### src/hw/mu_ctrl_regs.sv
// Motion update control and status registers
// Address 0 control, bit 0 is the motion update enable
// Address 1 count of completed updates, read only
`timescale 1ns/10ps

module mu_ctrl_regs #(
	parameter int REG_WIDTH = 32
) (
	input  logic                 clk,
	input  logic                 rst,
	input  logic                 reg_wr,
	input  logic                 reg_rd,
	input  logic                 reg_addr,
	input  logic [REG_WIDTH-1:0] reg_wdata,
	output logic [REG_WIDTH-1:0] reg_rdata,
	// One cycle pulse per finished update
	input  logic                 swap_done,
	output logic                 mu_enable
);

	// Register map
	localparam logic CTRL_ADDR  = 1'b0;
	localparam logic COUNT_ADDR = 1'b1;

	// Completed updates, wraps
	logic [REG_WIDTH-1:0] update_cnt;

	// Control bit
	always_ff @(posedge clk)
	begin
		if (rst)
		begin
			mu_enable <= 1'b0;
		end
		else if (reg_wr && (reg_addr == CTRL_ADDR))
		begin
			mu_enable <= reg_wdata[0];
		end
	end

	// Update counter, writes to it are ignored
	always_ff @(posedge clk)
	begin
		if (rst)
		begin
			update_cnt <= '0;
		end
		else if (swap_done)
		begin
			update_cnt <= update_cnt + 1'b1;
		end
	end

	// Registered readback, one cycle after reg_rd
	always_ff @(posedge clk)
	begin
		if (rst)
		begin
			reg_rdata <= '0;
		end
		else if (reg_rd)
		begin
			reg_rdata <= (reg_addr == COUNT_ADDR) ? update_cnt
				: {{(REG_WIDTH-1){1'b0}}, mu_enable};
		end
	end

endmodule

### config.mk
export PLATFORM = sky130hd
export DESIGN_NAME = mu_ctrl_regs
export DESIGN_NICKNAME = d
export VERILOG_FILES = /design/src/hw/mu_ctrl_regs.sv
export SDC_FILE = /design/constraint.sdc
export NUM_CORES = 1
export LEC_CHECK = 0
export ABC_AREA = 1
export BUFFER_PORTS_ARGS = -buffer_cell sky130_fd_sc_hd__buf_2
export CORE_MARGIN = 2
export CORE_UTILIZATION = 48
export CTS_CLUSTER_SIZE = 10
export DETAILED_ROUTE_END_ITERATION = 8
export PLACE_DENSITY = 0.76
export SYNTH_ARGS = -nofsm -noshare
export SYNTH_HDL_FRONTEND = slang
export SYNTH_SLANG_ARGS = --single-unit
### constraint.sdc
create_clock -name clk -period 1.3 [get_ports clk]
set_input_delay 0.195 -clock clk [delete_from_list [all_inputs] [get_ports clk]]
set_output_delay 0.195 -clock clk [all_outputs]
set_load 0.005 [all_outputs]
==> out/summary.log, run 1 <==
INFO  global_routing grt_antenna_before_repair=0
INFO  clock_tree     cts.sinks=65
INFO  worst_setup_path critPathCaptureType=flop
INFO  drt            remaining_drc_errors=0
INFO  yosys          synth.distinct_cells=32
INFO  worst_setup_path setup.reg_to_reg.worst_slack=-20ps
INFO  floorplanning  starting_utilization_of_the_core_area=0.496
INFO  worst_setup_path worst-path-buf-inv=1
INFO  yosys          post_synth_xor_area_fraction=0.0119
INFO  yosys          synth.most_common_cell=nand2_1
INFO  worst_setup_path timing.critical_path.from_type=flop
INFO  final_layout   multi_input_area=1600squm
INFO  min_path       hold_path.class=in -> reg
INFO  yosys          synth.ff_latch_count=65
INFO  global_routing groute.usage.overall=0.212
INFO  worst_setup_path critical-path-max-stage-delay=360ps
INFO  power_and_ir_drop static-leakage-power=1.71nW
INFO  floorplanning  placementRows=28
INFO  yosys          yosys_warnings=0
INFO  final_layout   sequential_cell_area=1320squm
INFO  sta            max_freq=756MHz
INFO  yosys          netlist_top_cells_area=dfxtp_1 (44%), nand2_1 (11%), a21oi_1 (7.8%)
INFO  final_layout   stdcell_count=551
INFO  clock_tree     clkTransAtPathRegs=70ps
INFO  sta            rsz_0062_raised_after_global_routing=true
INFO  sta            slew-limit-headroom=0.838
INFO  sta            worst_hold_slack=126ps
INFO  sta            report.final.slew_viol_count=0
INFO  floorplanning  dieHeight=82.2microns
INFO  sta            min_period=1320ps
INFO  run_status     outcome=complete, but fails checks
INFO  floorplanning  floorplan.die_area=6750squm
INFO  run_status     failed_checks=negative setup slack
INFO  clock_tree     clk_latency=350ps
INFO  floorplanning  core-area=5920squm
INFO  drt            wl_per_cell=12.4microns
INFO  drt            initialDrtViolationCount=120
INFO  yosys          ys.flop_type=dfxtp_1
INFO  final_layout   synthToLayoutAreaGrowth=31.5%
INFO  sta            timing_worst_slew_pin_value=242ps
INFO  clock_tree     ctsHtreeMaxLevel=3
INFO  final_layout   nets=511
INFO  worst_setup_path required=1540ps
INFO  yosys          postSynthCellCount=398
INFO  yosys          syn_area_per_cell=7.37squm
INFO  yosys          synth_seq_area_share=0.443
INFO  yosys          netlist.area_leader.share=0.443
INFO  place          post-place-cells=532
INFO  drt            route.vias.total=2745
INFO  place          post-dp-hpwl=4480microns
INFO  yosys          ys_top_cells_by_count=nand2_1 (88), dfxtp_1 (65), nor2_1 (48), a21oi_1 (46), o21ai_0 (38)
INFO  global_routing grt_pass1_wl=11000microns
INFO  power_and_ir_drop p_per_area=1060nW/um^2
INFO  worst_setup_path crit_chain=ha_4, nand3_4, inv_4, nand3b_4, nor2_4, nand3_2, nand2_1, nor2_1
INFO  place          place.port_buffers=39
INFO  worst_setup_path critical-path-top-delay-family=simple AND/OR/NAND/NOR gates
INFO  job            drv_cap=0
INFO  drt            drt-total-wl=6840microns
INFO  final_layout   layout-drive-gt1-share=0.340
INFO  sta            finalCritPeriodShare=1.02
INFO  floorplanning  top_level_ports=71
INFO  global_routing grt_start_max_net_pins=65
INFO  clock_tree     cts_inserted_buffers=9
INFO  sta            setup_viol=3
INFO  worst_setup_path worst-setup-path-type=reg -> reg
INFO  power_and_ir_drop totalPowerFinal=0.00408W
INFO  final_layout   filler_cell_count=489
INFO  worst_setup_path critPathMaxFanout=6
INFO  yosys          simple_logic_cell_fraction_of_the_synthesized_area=0.327
INFO  sta            setup_slack=-23.4ps
INFO  yosys          synth_largest_area_cell=dfxtp_1
INFO  clock_tree     cts_buffer_depth=2
INFO  floorplanning  die_w=82.2microns
INFO  yosys          post_synthesis_adder_cell_area_fraction=0.00426
INFO  yosys          synth_enable_flop_cells=0
INFO  worst_setup_path worst-endpoint-arrival=1560ps
INFO  drt            avgViaCountPerCell=4.98
INFO  yosys          synth_area=2930squm
INFO  global_routing grt.overflow.total=0
INFO  yosys          synth_compound_gate_area_share=0.154
INFO  global_routing first_global_vias=2533
INFO  sta            skew=11.0ps
INFO  clock_tree     root_buf_cell=clkbuf_8
INFO  drt            antenna_left=0
INFO  worst_setup_path slowest_cp_cell=dfxtp_2
INFO  clock_tree     clock_tree_from_tritoncts=done
INFO  place          routabilityCongestion=0.823
INFO  sta            hold_viol_final=0
INFO  yosys          synth_top_family_by_area=simple AND/OR/NAND/NOR gates
INFO  yosys          synth.area.mux_share=0
INFO  yosys          postSynth.asyncResetShare=0
INFO  power_and_ir_drop peakVddDrop=0.681mV
INFO  yosys          mappedNetlistNets=437
INFO  final_layout   post-route-util=0.652
INFO  drt            drtPass1Iterations=4
INFO  final_layout   num_antenna_cells=0
[cell families after synthesis]
logic type,after synthesis
buffers and inverters,45
and+or+nand+nor,195
DFF,65
adders and majority gates,1
xor gates and xnor gates,4
AOI/OAI and AO/OA,88
[metrics by stage]
| stage | setup slack [ps] | area, sq um | setup TNS (ps) |
|---|---|---|---|
| 2_1_floorplan | 6.87 | 2930 | 0 |
| 3_3_place_gp | -23.4 | 3470 | -48.6 |
| 3_5_place_dp | -73.6 | 3470 | -375 |
| 4_1_cts | -30.9 | 3710 | -64.1 |
| 5_1_grt | -105 | 3860 | -667 |
| 6_report | -23.4 | 3860 | -42.3 |
[routing by layer]
| metal | GRT usage | wire length [microns] | vias up |
|---|---|---|---|
| met4 | 0.0600 | 55 | 0 |
| met2 | 0.369 | 3310 | 44 |
| met3 | 0.0630 | 245 | 5 |
| li1 | - | - | 1454 |
| met5 | 0 | 0 | - |
| met1 | 0.252 | 3230 | 1242 |
[state kept, by name (all words and copies together), names as in the netlist]
name        flops
reg_rdata      32
update_cnt     32
mu_enable       1
[cell type report]
type                       count  area share
clock inverter                 3      0.0104
multi-input combinational    289       0.415
clock buffer                  12      0.0402
tap                           75      0.0243
sequential                    65       0.343
inverter                      27      0.0269
timing repair buffer          80       0.140
[worst register-to-register path, delay by kind of cell, from the launching register on]
kind	cells	cell delay (ps)
DFF	1	360
adders and majority gates	1	150
and+or+nand+nor	6	630
buffers and inverters	1	90
[path summary, 6_finish.rpt]
check / start / to / depth (start not counted)
hold / removal: reg_wdata[0] / mu_enable / 3
setup reg to reg: update_cnt[0] / update_cnt[24] / 8
hold reg to reg: update_cnt[8] / update_cnt[8] / 1
setup / recovery: update_cnt[0] / update_cnt[24] / 8
[cells in the final DEF, fill, tap and decap left out, types with 11 or more instances in the layout]
cell type,n
buf_4,38
nor2_4,13
dfxtp_2,14
buf_2,39
o21ai_0,38
nand3_1,16
nor2_1,41
nand2_1,79
clkbuf_8,11
nand2_2,11
a21oi_1,46
inv_1,22
dfxtp_1,50
[what timing repair did]
| action | CTS | global route |
|---|---|---|
| setup buffers | 0 | 3 |
| endpoints found under the hold margin | 0 | 0 |
| gates cloned | 0 | 1 |
| gates resized for setup | 13 | 36 |
| hold buffers | 0 | 0 |
| pin swaps | 4 | 15 |
| endpoints found under the setup margin | 16 | 23 |
[where the power goes]
group          switching, W  internal (W)
Clock              0.000757      0.000974
Combinational      0.000156      0.000119
Sequential        0.0000275       0.00205
Total              0.000940       0.00314
Power figures use the tool's default switching activity.
==> run 2, diff against run 1 <==
--- a/config.mk
+++ b/config.mk
@@ -8,10 +8,10 @@
 export ABC_AREA = 1
 export BUFFER_PORTS_ARGS = -buffer_cell sky130_fd_sc_hd__buf_2
 export CORE_MARGIN = 2
-export CORE_UTILIZATION = 48
+export CORE_UTILIZATION = 53
 export CTS_CLUSTER_SIZE = 10
 export DETAILED_ROUTE_END_ITERATION = 8
-export PLACE_DENSITY = 0.76
+export PLACE_DENSITY = 0.79
 export SYNTH_ARGS = -nofsm -noshare
 export SYNTH_HDL_FRONTEND = slang
 export SYNTH_SLANG_ARGS = --single-unit
==> constraint.sdc (replaced) <==
create_clock -name clk -period 1.25 [get_ports clk]
set_input_delay 0.1875 -clock clk [delete_from_list [all_inputs] [get_ports clk]]
set_output_delay 0.1875 -clock clk [all_outputs]
set_load 0.005 [all_outputs]
==> run 2 against run 1 <==
Net effect:
- the flow still finishes with violations (negative setup slack)
- setup slack worse by 83 ps
- sequential power rose by 4%
- critical path depth fell by 1
- final area increased by 3.0%
- combinational power up 2%
- cell count rose by 1.6%
- non-clock buffer count grew 11
- total power grew 9.3%
- clock skew decreased by 2.8 ps
- critical path type unchanged
- highest routed layer unchanged
==> out/summary.log, run 2 (synthesis gave the netlist of run 1 again) <==
INFO  run_status     outcome=complete, but fails checks
INFO  run_status     failed_checks=negative setup slack
INFO  final_layout   nets=522
INFO  worst_setup_path crit_chain=nand2_1, nor2_4, nand3_2, nor2_4, nand3_2, nand2_1, nor2_1
INFO  job            drv_cap=0
INFO  worst_setup_path critical-path-max-stage-delay=390ps
INFO  final_layout   num_antenna_cells=0
INFO  worst_setup_path regToRegEndpoint=update_cnt[28]
INFO  clock_tree     cts.sinks=65
INFO  global_routing grt_antenna_before_repair=0
INFO  place          detailedPlace.worstSlack=-88.0ps
INFO  power_and_ir_drop peakVddDrop=0.679mV
INFO  global_routing grt_pass1_wl=11800microns
INFO  final_layout   layout-drive-gt1-share=0.365
INFO  sta            report.final.slew_viol_count=0
INFO  sta            finalSetupTns=-916ps
INFO  drt            drtPass1Iterations=4
INFO  sta            finalCritPeriodShare=1.08
INFO  power_and_ir_drop totalPowerFinal=0.00446W
INFO  clock_tree     cts_hold_buffers=0
INFO  sta            timing_worst_slew_pin_value=304ps
INFO  drt            avgViaCountPerCell=5.24
INFO  worst_setup_path critPathCaptureType=flop
INFO  global_routing grt_start_max_net_pins=65
INFO  global_routing first_global_vias=2717
INFO  clock_tree     cts_inserted_buffers=9
INFO  worst_setup_path setup.reg_to_reg.worst_slack=-110ps
INFO  worst_setup_path worst-endpoint-arrival=1600ps
INFO  floorplanning  core-area=5440squm
INFO  place          placed_area=3490squm
INFO  floorplanning  die_w=78.4microns
INFO  worst_setup_path setup.worst_path.end=update_cnt[28]
INFO  floorplanning  dieHeight=78.4microns
INFO  floorplanning  floorplan.die_area=6150squm
INFO  sta            setup_viol=18
INFO  min_path       hold_path.class=in -> reg
INFO  final_layout   final_cell_area=3970squm
INFO  floorplanning  top_level_ports=71
INFO  worst_setup_path worst-path-buf-inv=0
INFO  clock_tree     cts_buffer_depth=2
INFO  worst_setup_path critPathMaxFanout=6
INFO  drt            remaining_drc_errors=0
INFO  worst_setup_path required=1490ps
INFO  clock_tree     clk_latency=350ps
INFO  sta            hold_viol_final=0
INFO  sta            min_period=1360ps
INFO  drt            wl_per_cell=13.3microns
INFO  floorplanning  starting_utilization_of_the_core_area=0.539
INFO  clock_tree     ctsHtreeMaxLevel=3
INFO  final_layout   layout_common_cells=nand2_1 (80), buf_4 (48), dfxtp_1 (46)
INFO  sta            rsz_0062_raised_after_global_routing=true
INFO  global_routing grt.overflow.total=0
INFO  global_routing groute.usage.overall=0.242
INFO  place          routabilityCongestion=0.858
INFO  final_layout   layout.cells.most_common=nand2_1
INFO  final_layout   synthToLayoutAreaGrowth=35.4%
INFO  worst_setup_path slowest_cp_cell=dfxtp_1
INFO  clock_tree     root_buf_cell=clkbuf_8
INFO  sta            slew-limit-headroom=0.797
INFO  worst_setup_path critical-path-top-delay-family=simple AND/OR/NAND/NOR gates
INFO  place          post-dp-hpwl=4560microns
INFO  worst_setup_path path_depth=7
INFO  floorplanning  placementRows=27
INFO  drt            route.vias.total=2932
INFO  power_and_ir_drop p_per_area=1120nW/um^2
INFO  power_and_ir_drop static-leakage-power=1.76nW
INFO  sta            skew=8.21ps
INFO  place          place.port_buffers=39
INFO  worst_setup_path reg2regPathDepth=7
INFO  worst_setup_path critical_path.reg2reg.startpoint=update_cnt[11]
INFO  clock_tree     clock_tree_from_tritoncts=done
INFO  sta            max_freq=737MHz
INFO  worst_setup_path critPathLaunch=update_cnt[11]
INFO  drt            drt-total-wl=7450microns
INFO  worst_setup_path timing.critical_path.from_type=flop
INFO  clock_tree     clkTransAtPathRegs=70ps
INFO  final_layout   layout_top_registers=reg_rdata x32, update_cnt x32, mu_enable x1
INFO  drt            antenna_left=0
INFO  drt            initialDrtViolationCount=168
INFO  sta            setup_slack=-106ps
INFO  worst_setup_path worst-setup-path-type=reg -> reg
-- run 2: per-stage QoR --
step / util / std cells / hold slack [ps]
3_5_place_dp: 0.643 / 535 / 468
3_3_place_gp: 0.643 / 535 / 458
5_1_grt: 0.730 / 560 / 157
4_1_cts: 0.708 / 556 / 105
2_1_floorplan: - / 398 / 267
6_report: 0.730 / 560 / 109
-- run 2: worst min-delay path by stage --
stage	end	start	cells after the start	slack, ps
floorplan	update_cnt[2]	rst	1	270
global placement	reg_rdata[0]	reg_rdata[0]	2	460
detailed placement	reg_rdata[0]	reg_rdata[0]	2	470
CTS	mu_enable	reg_wdata[0]	3	100
global route	mu_enable	reg_wdata[0]	3	160
finish	mu_enable	reg_wdata[0]	3	110
-- run 2: layout make-up --
type / count / area (sq um)
multi-input combinational: 289 / 1610
clock buffer: 14 / 163
fill: 416 / 1470
clock inverter: 2 / 60.1
tap: 72 / 90.1
sequential: 65 / 1340
inverter: 27 / 106
timing repair buffer: 91 / 609
-- run 2: report_power, final --
| part | total, W | internal [W] | leakage (nW) | switching [W] |
|---|---|---|---|---|
| registers | 0.00216 | 0.00212 | 0.540 | 0.0000306 |
| clock network | 0.00202 | 0.00124 | 0.111 | 0.000786 |
| logic | 0.000280 | 0.000120 | 1.11 | 0.000159 |
-- run 2: metal layers --
layer,vias up,GRT usage,share of wire
met3,20,0.0437,0.043
met2,73,0.422,0.51
met5,-,0,0
met4,0,0.140,0.024
met1,1362,0.278,0.43
li1,1477,-,-
-- run 2: what timing repair did --
| item | CTS | global route |
|---|---|---|
| resized for setup | 29 | 30 |
| gates cloned | 0 | 1 |
| pin swaps | 11 | 20 |
| setup buffers | 5 | 3 |
| setup endpoints to repair | 19 | 25 |
-- run 2: worst min-delay path, delay by kind of cell --
family          cells  cell delay (ps)
simple gates        1               70
buf+inv             1              100
compound gates      1               60
==> run 3, diff against run 2 <==
--- a/config.mk
+++ b/config.mk
@@ -8,10 +8,11 @@
 export ABC_AREA = 1
 export BUFFER_PORTS_ARGS = -buffer_cell sky130_fd_sc_hd__buf_2
 export CORE_MARGIN = 2
-export CORE_UTILIZATION = 53
+export CORE_UTILIZATION = 55
+export CTS_BUF_LIST = sky130_fd_sc_hd__clkbuf_2
 export CTS_CLUSTER_SIZE = 10
 export DETAILED_ROUTE_END_ITERATION = 8
-export PLACE_DENSITY = 0.79
+export PLACE_DENSITY = 0.82
 export SYNTH_ARGS = -nofsm -noshare
 export SYNTH_HDL_FRONTEND = slang
 export SYNTH_SLANG_ARGS = --single-unit
==> run 3 against run 2 <==
Net effect:
- the run still ends with negative setup slack left
- sequential share of layout area rose by 0.94 points
- register-to-register slack got worse by 30 ps
- clock-buffer cell count fell by 3
- first-iteration DRC count rose by 20%
- fmax fell by 1.9%
- largest power group unchanged
==> out/summary.log, run 3 (synthesis gave the netlist of run 1 again) <==
INFO  run_status     outcome=complete, but fails checks
INFO  run_status     failed_checks=negative setup slack
INFO  final_layout   sequential_cell_area=1350squm
INFO  floorplanning  placementRows=26
INFO  floorplanning  die_w=77.0microns
INFO  drt            remaining_drc_errors=0
INFO  sta            slew-limit-headroom=0.780
INFO  min_path       hold_path.class=in -> reg
INFO  drt            avgViaCountPerCell=5.57
INFO  worst_setup_path required=1680ps
INFO  global_routing first_global_vias=2813
INFO  floorplanning  core-area=5140squm
INFO  clock_tree     cts.sinks=65
INFO  final_layout   layout.cells.most_common=nand2_1
INFO  place          routabilityCongestion=0.907
INFO  final_layout   multi_input_area=1620squm
INFO  worst_setup_path critPathCaptureType=flop
INFO  clock_tree     root_buf_cell=clkbuf_2
INFO  place          placed_area=3500squm
INFO  sta            timing_worst_slew_pin_value=329ps
INFO  power_and_ir_drop peakVddDrop=0.725mV
INFO  floorplanning  starting_utilization_of_the_core_area=0.571
INFO  sta            rsz_0062_raised_after_global_routing=true
INFO  place          place.port_buffers=39
INFO  floorplanning  dieHeight=77.0microns
INFO  worst_setup_path worst-endpoint-arrival=1810ps
INFO  drt            wl_per_cell=14.8microns
INFO  drt            initialDrtViolationCount=201
INFO  global_routing groute.usage.overall=0.259
INFO  final_layout   filler_cell_count=375
INFO  global_routing grt_pass1_wl=12400microns
INFO  final_layout   nets=523
INFO  global_routing grt_antenna_before_repair=0
INFO  job            drv_cap=0
INFO  final_layout   num_antenna_cells=0
INFO  sta            hold_viol_final=0
INFO  floorplanning  top_level_ports=71
INFO  final_layout   stdcell_count=559
INFO  clock_tree     clkTransAtPathRegs=190ps
INFO  worst_setup_path worst-setup-path-type=reg -> reg
INFO  final_layout   layout_common_cells=nand2_1 (78), a21oi_1 (45), buf_4 (45)
INFO  global_routing grt_start_max_net_pins=65
INFO  power_and_ir_drop p_per_area=938nW/um^2
INFO  place          post-place-cells=533
INFO  power_and_ir_drop static-leakage-power=1.73nW
INFO  sta            min_period=1380ps
INFO  sta            setup_viol=21
INFO  place          post-dp-hpwl=4800microns
INFO  sta            finalCritPeriodShare=1.11
INFO  drt            route.vias.total=3112
INFO  worst_setup_path timing.critical_path.from_type=flop
INFO  sta            skew=30.8ps
INFO  drt            drt-total-wl=8290microns
INFO  final_layout   final_cell_area=3910squm
INFO  final_layout   layout_top_registers=reg_rdata x32, update_cnt x32, mu_enable x1
INFO  sta            max_freq=724MHz
INFO  clock_tree     ctsHtreeMaxLevel=3
INFO  worst_setup_path critPathMaxFanout=6
INFO  clock_tree     clock_tree_from_tritoncts=done
INFO  floorplanning  floorplan.die_area=5940squm
INFO  clock_tree     cts_inserted_buffers=9
INFO  clock_tree     clk_latency=550ps
INFO  drt            drtPass1Iterations=5
INFO  sta            report.final.slew_viol_count=0
INFO  clock_tree     cts_buffer_depth=2
INFO  final_layout   layout-drive-gt1-share=0.368
INFO  final_layout   synthToLayoutAreaGrowth=33.2%
INFO  sta            setup_slack=-132ps
INFO  drt            antenna_left=0
INFO  global_routing grt.overflow.total=0
run 3: final timing paths:
path / from / to / slack, ps / cells past startpoint
max: update_cnt[9] / update_cnt[15] / -130 / 8
min: rst / update_cnt[3] / 5 / 3
max reg2reg: update_cnt[9] / update_cnt[15] / -130 / 8
min reg2reg: reg_rdata[0] / reg_rdata[0] / 500 / 2
run 3: final cells by class:
type | instances | share of cell area
timing repair buffer | 93 | 0.166
clock inverter | 5 | 0.0118
clock buffer | 11 | 0.0141
multi-input combinational | 288 | 0.413
tap | 70 | 0.0224
sequential | 65 | 0.345
inverter | 27 | 0.0272
run 3: critical path, cell delays in order, from the launching register on:
cell and delay, ps:
dfxtp_4 410, nand2_2 90, nor2_4 120, nand2_2 100, nor2_8 170, buf_6 140
nand3_1 70, nand2_1 90, nor2_1 60
run 3: routing by layer:
| layer | vias up | routed length (microns) | GRT usage |
|---|---|---|---|
| li1 | 1477 | - | - |
| met1 | 1465 | 3160 | 0.297 |
| met2 | 138 | 4340 | 0.455 |
| met3 | 32 | 503 | 0.0576 |
| met4 | 0 | 285 | 0.121 |
| met5 | - | 0 | 0 |
run 3: repair_timing:
action	CTS	global route
endpoints found under the setup margin	22	26
hold buffers	4	0
buffers inserted	2	4
pin swaps	6	18
hold endpoints to repair	2	0
resized for setup	30	45
run 3: where the power goes:
group | total [W] | internal, W | switching [W] | leakage (nW)
combinational | 0.000302 | 0.000130 | 0.000172 | 1.12
clock | 0.00121 | 0.000457 | 0.000758 | 0.0684
sequential | 0.00215 | 0.00212 | 0.0000330 | 0.543
total | 0.00367 | 0.00270 | 0.000963 | 1.73
run 3: through the flow:
step / hold WS, ps / TNS [ps] / power, W / util / setup slack [ps]
detailed placement: 462 / -906 / 0.00247 / 0.682 / -91.4
CTS: 1.27 / -471 / 0.00365 / 0.730 / -72.8
floorplan: 267 / 0 / 0.00235 / - / 23.3
finish: 4.78 / -1550 / 0.00367 / 0.760 / -132
global route: 22.1 / -3520 / 0.00379 / 0.760 / -266
global placement: 460 / -410 / 0.00246 / 0.682 / -45.9
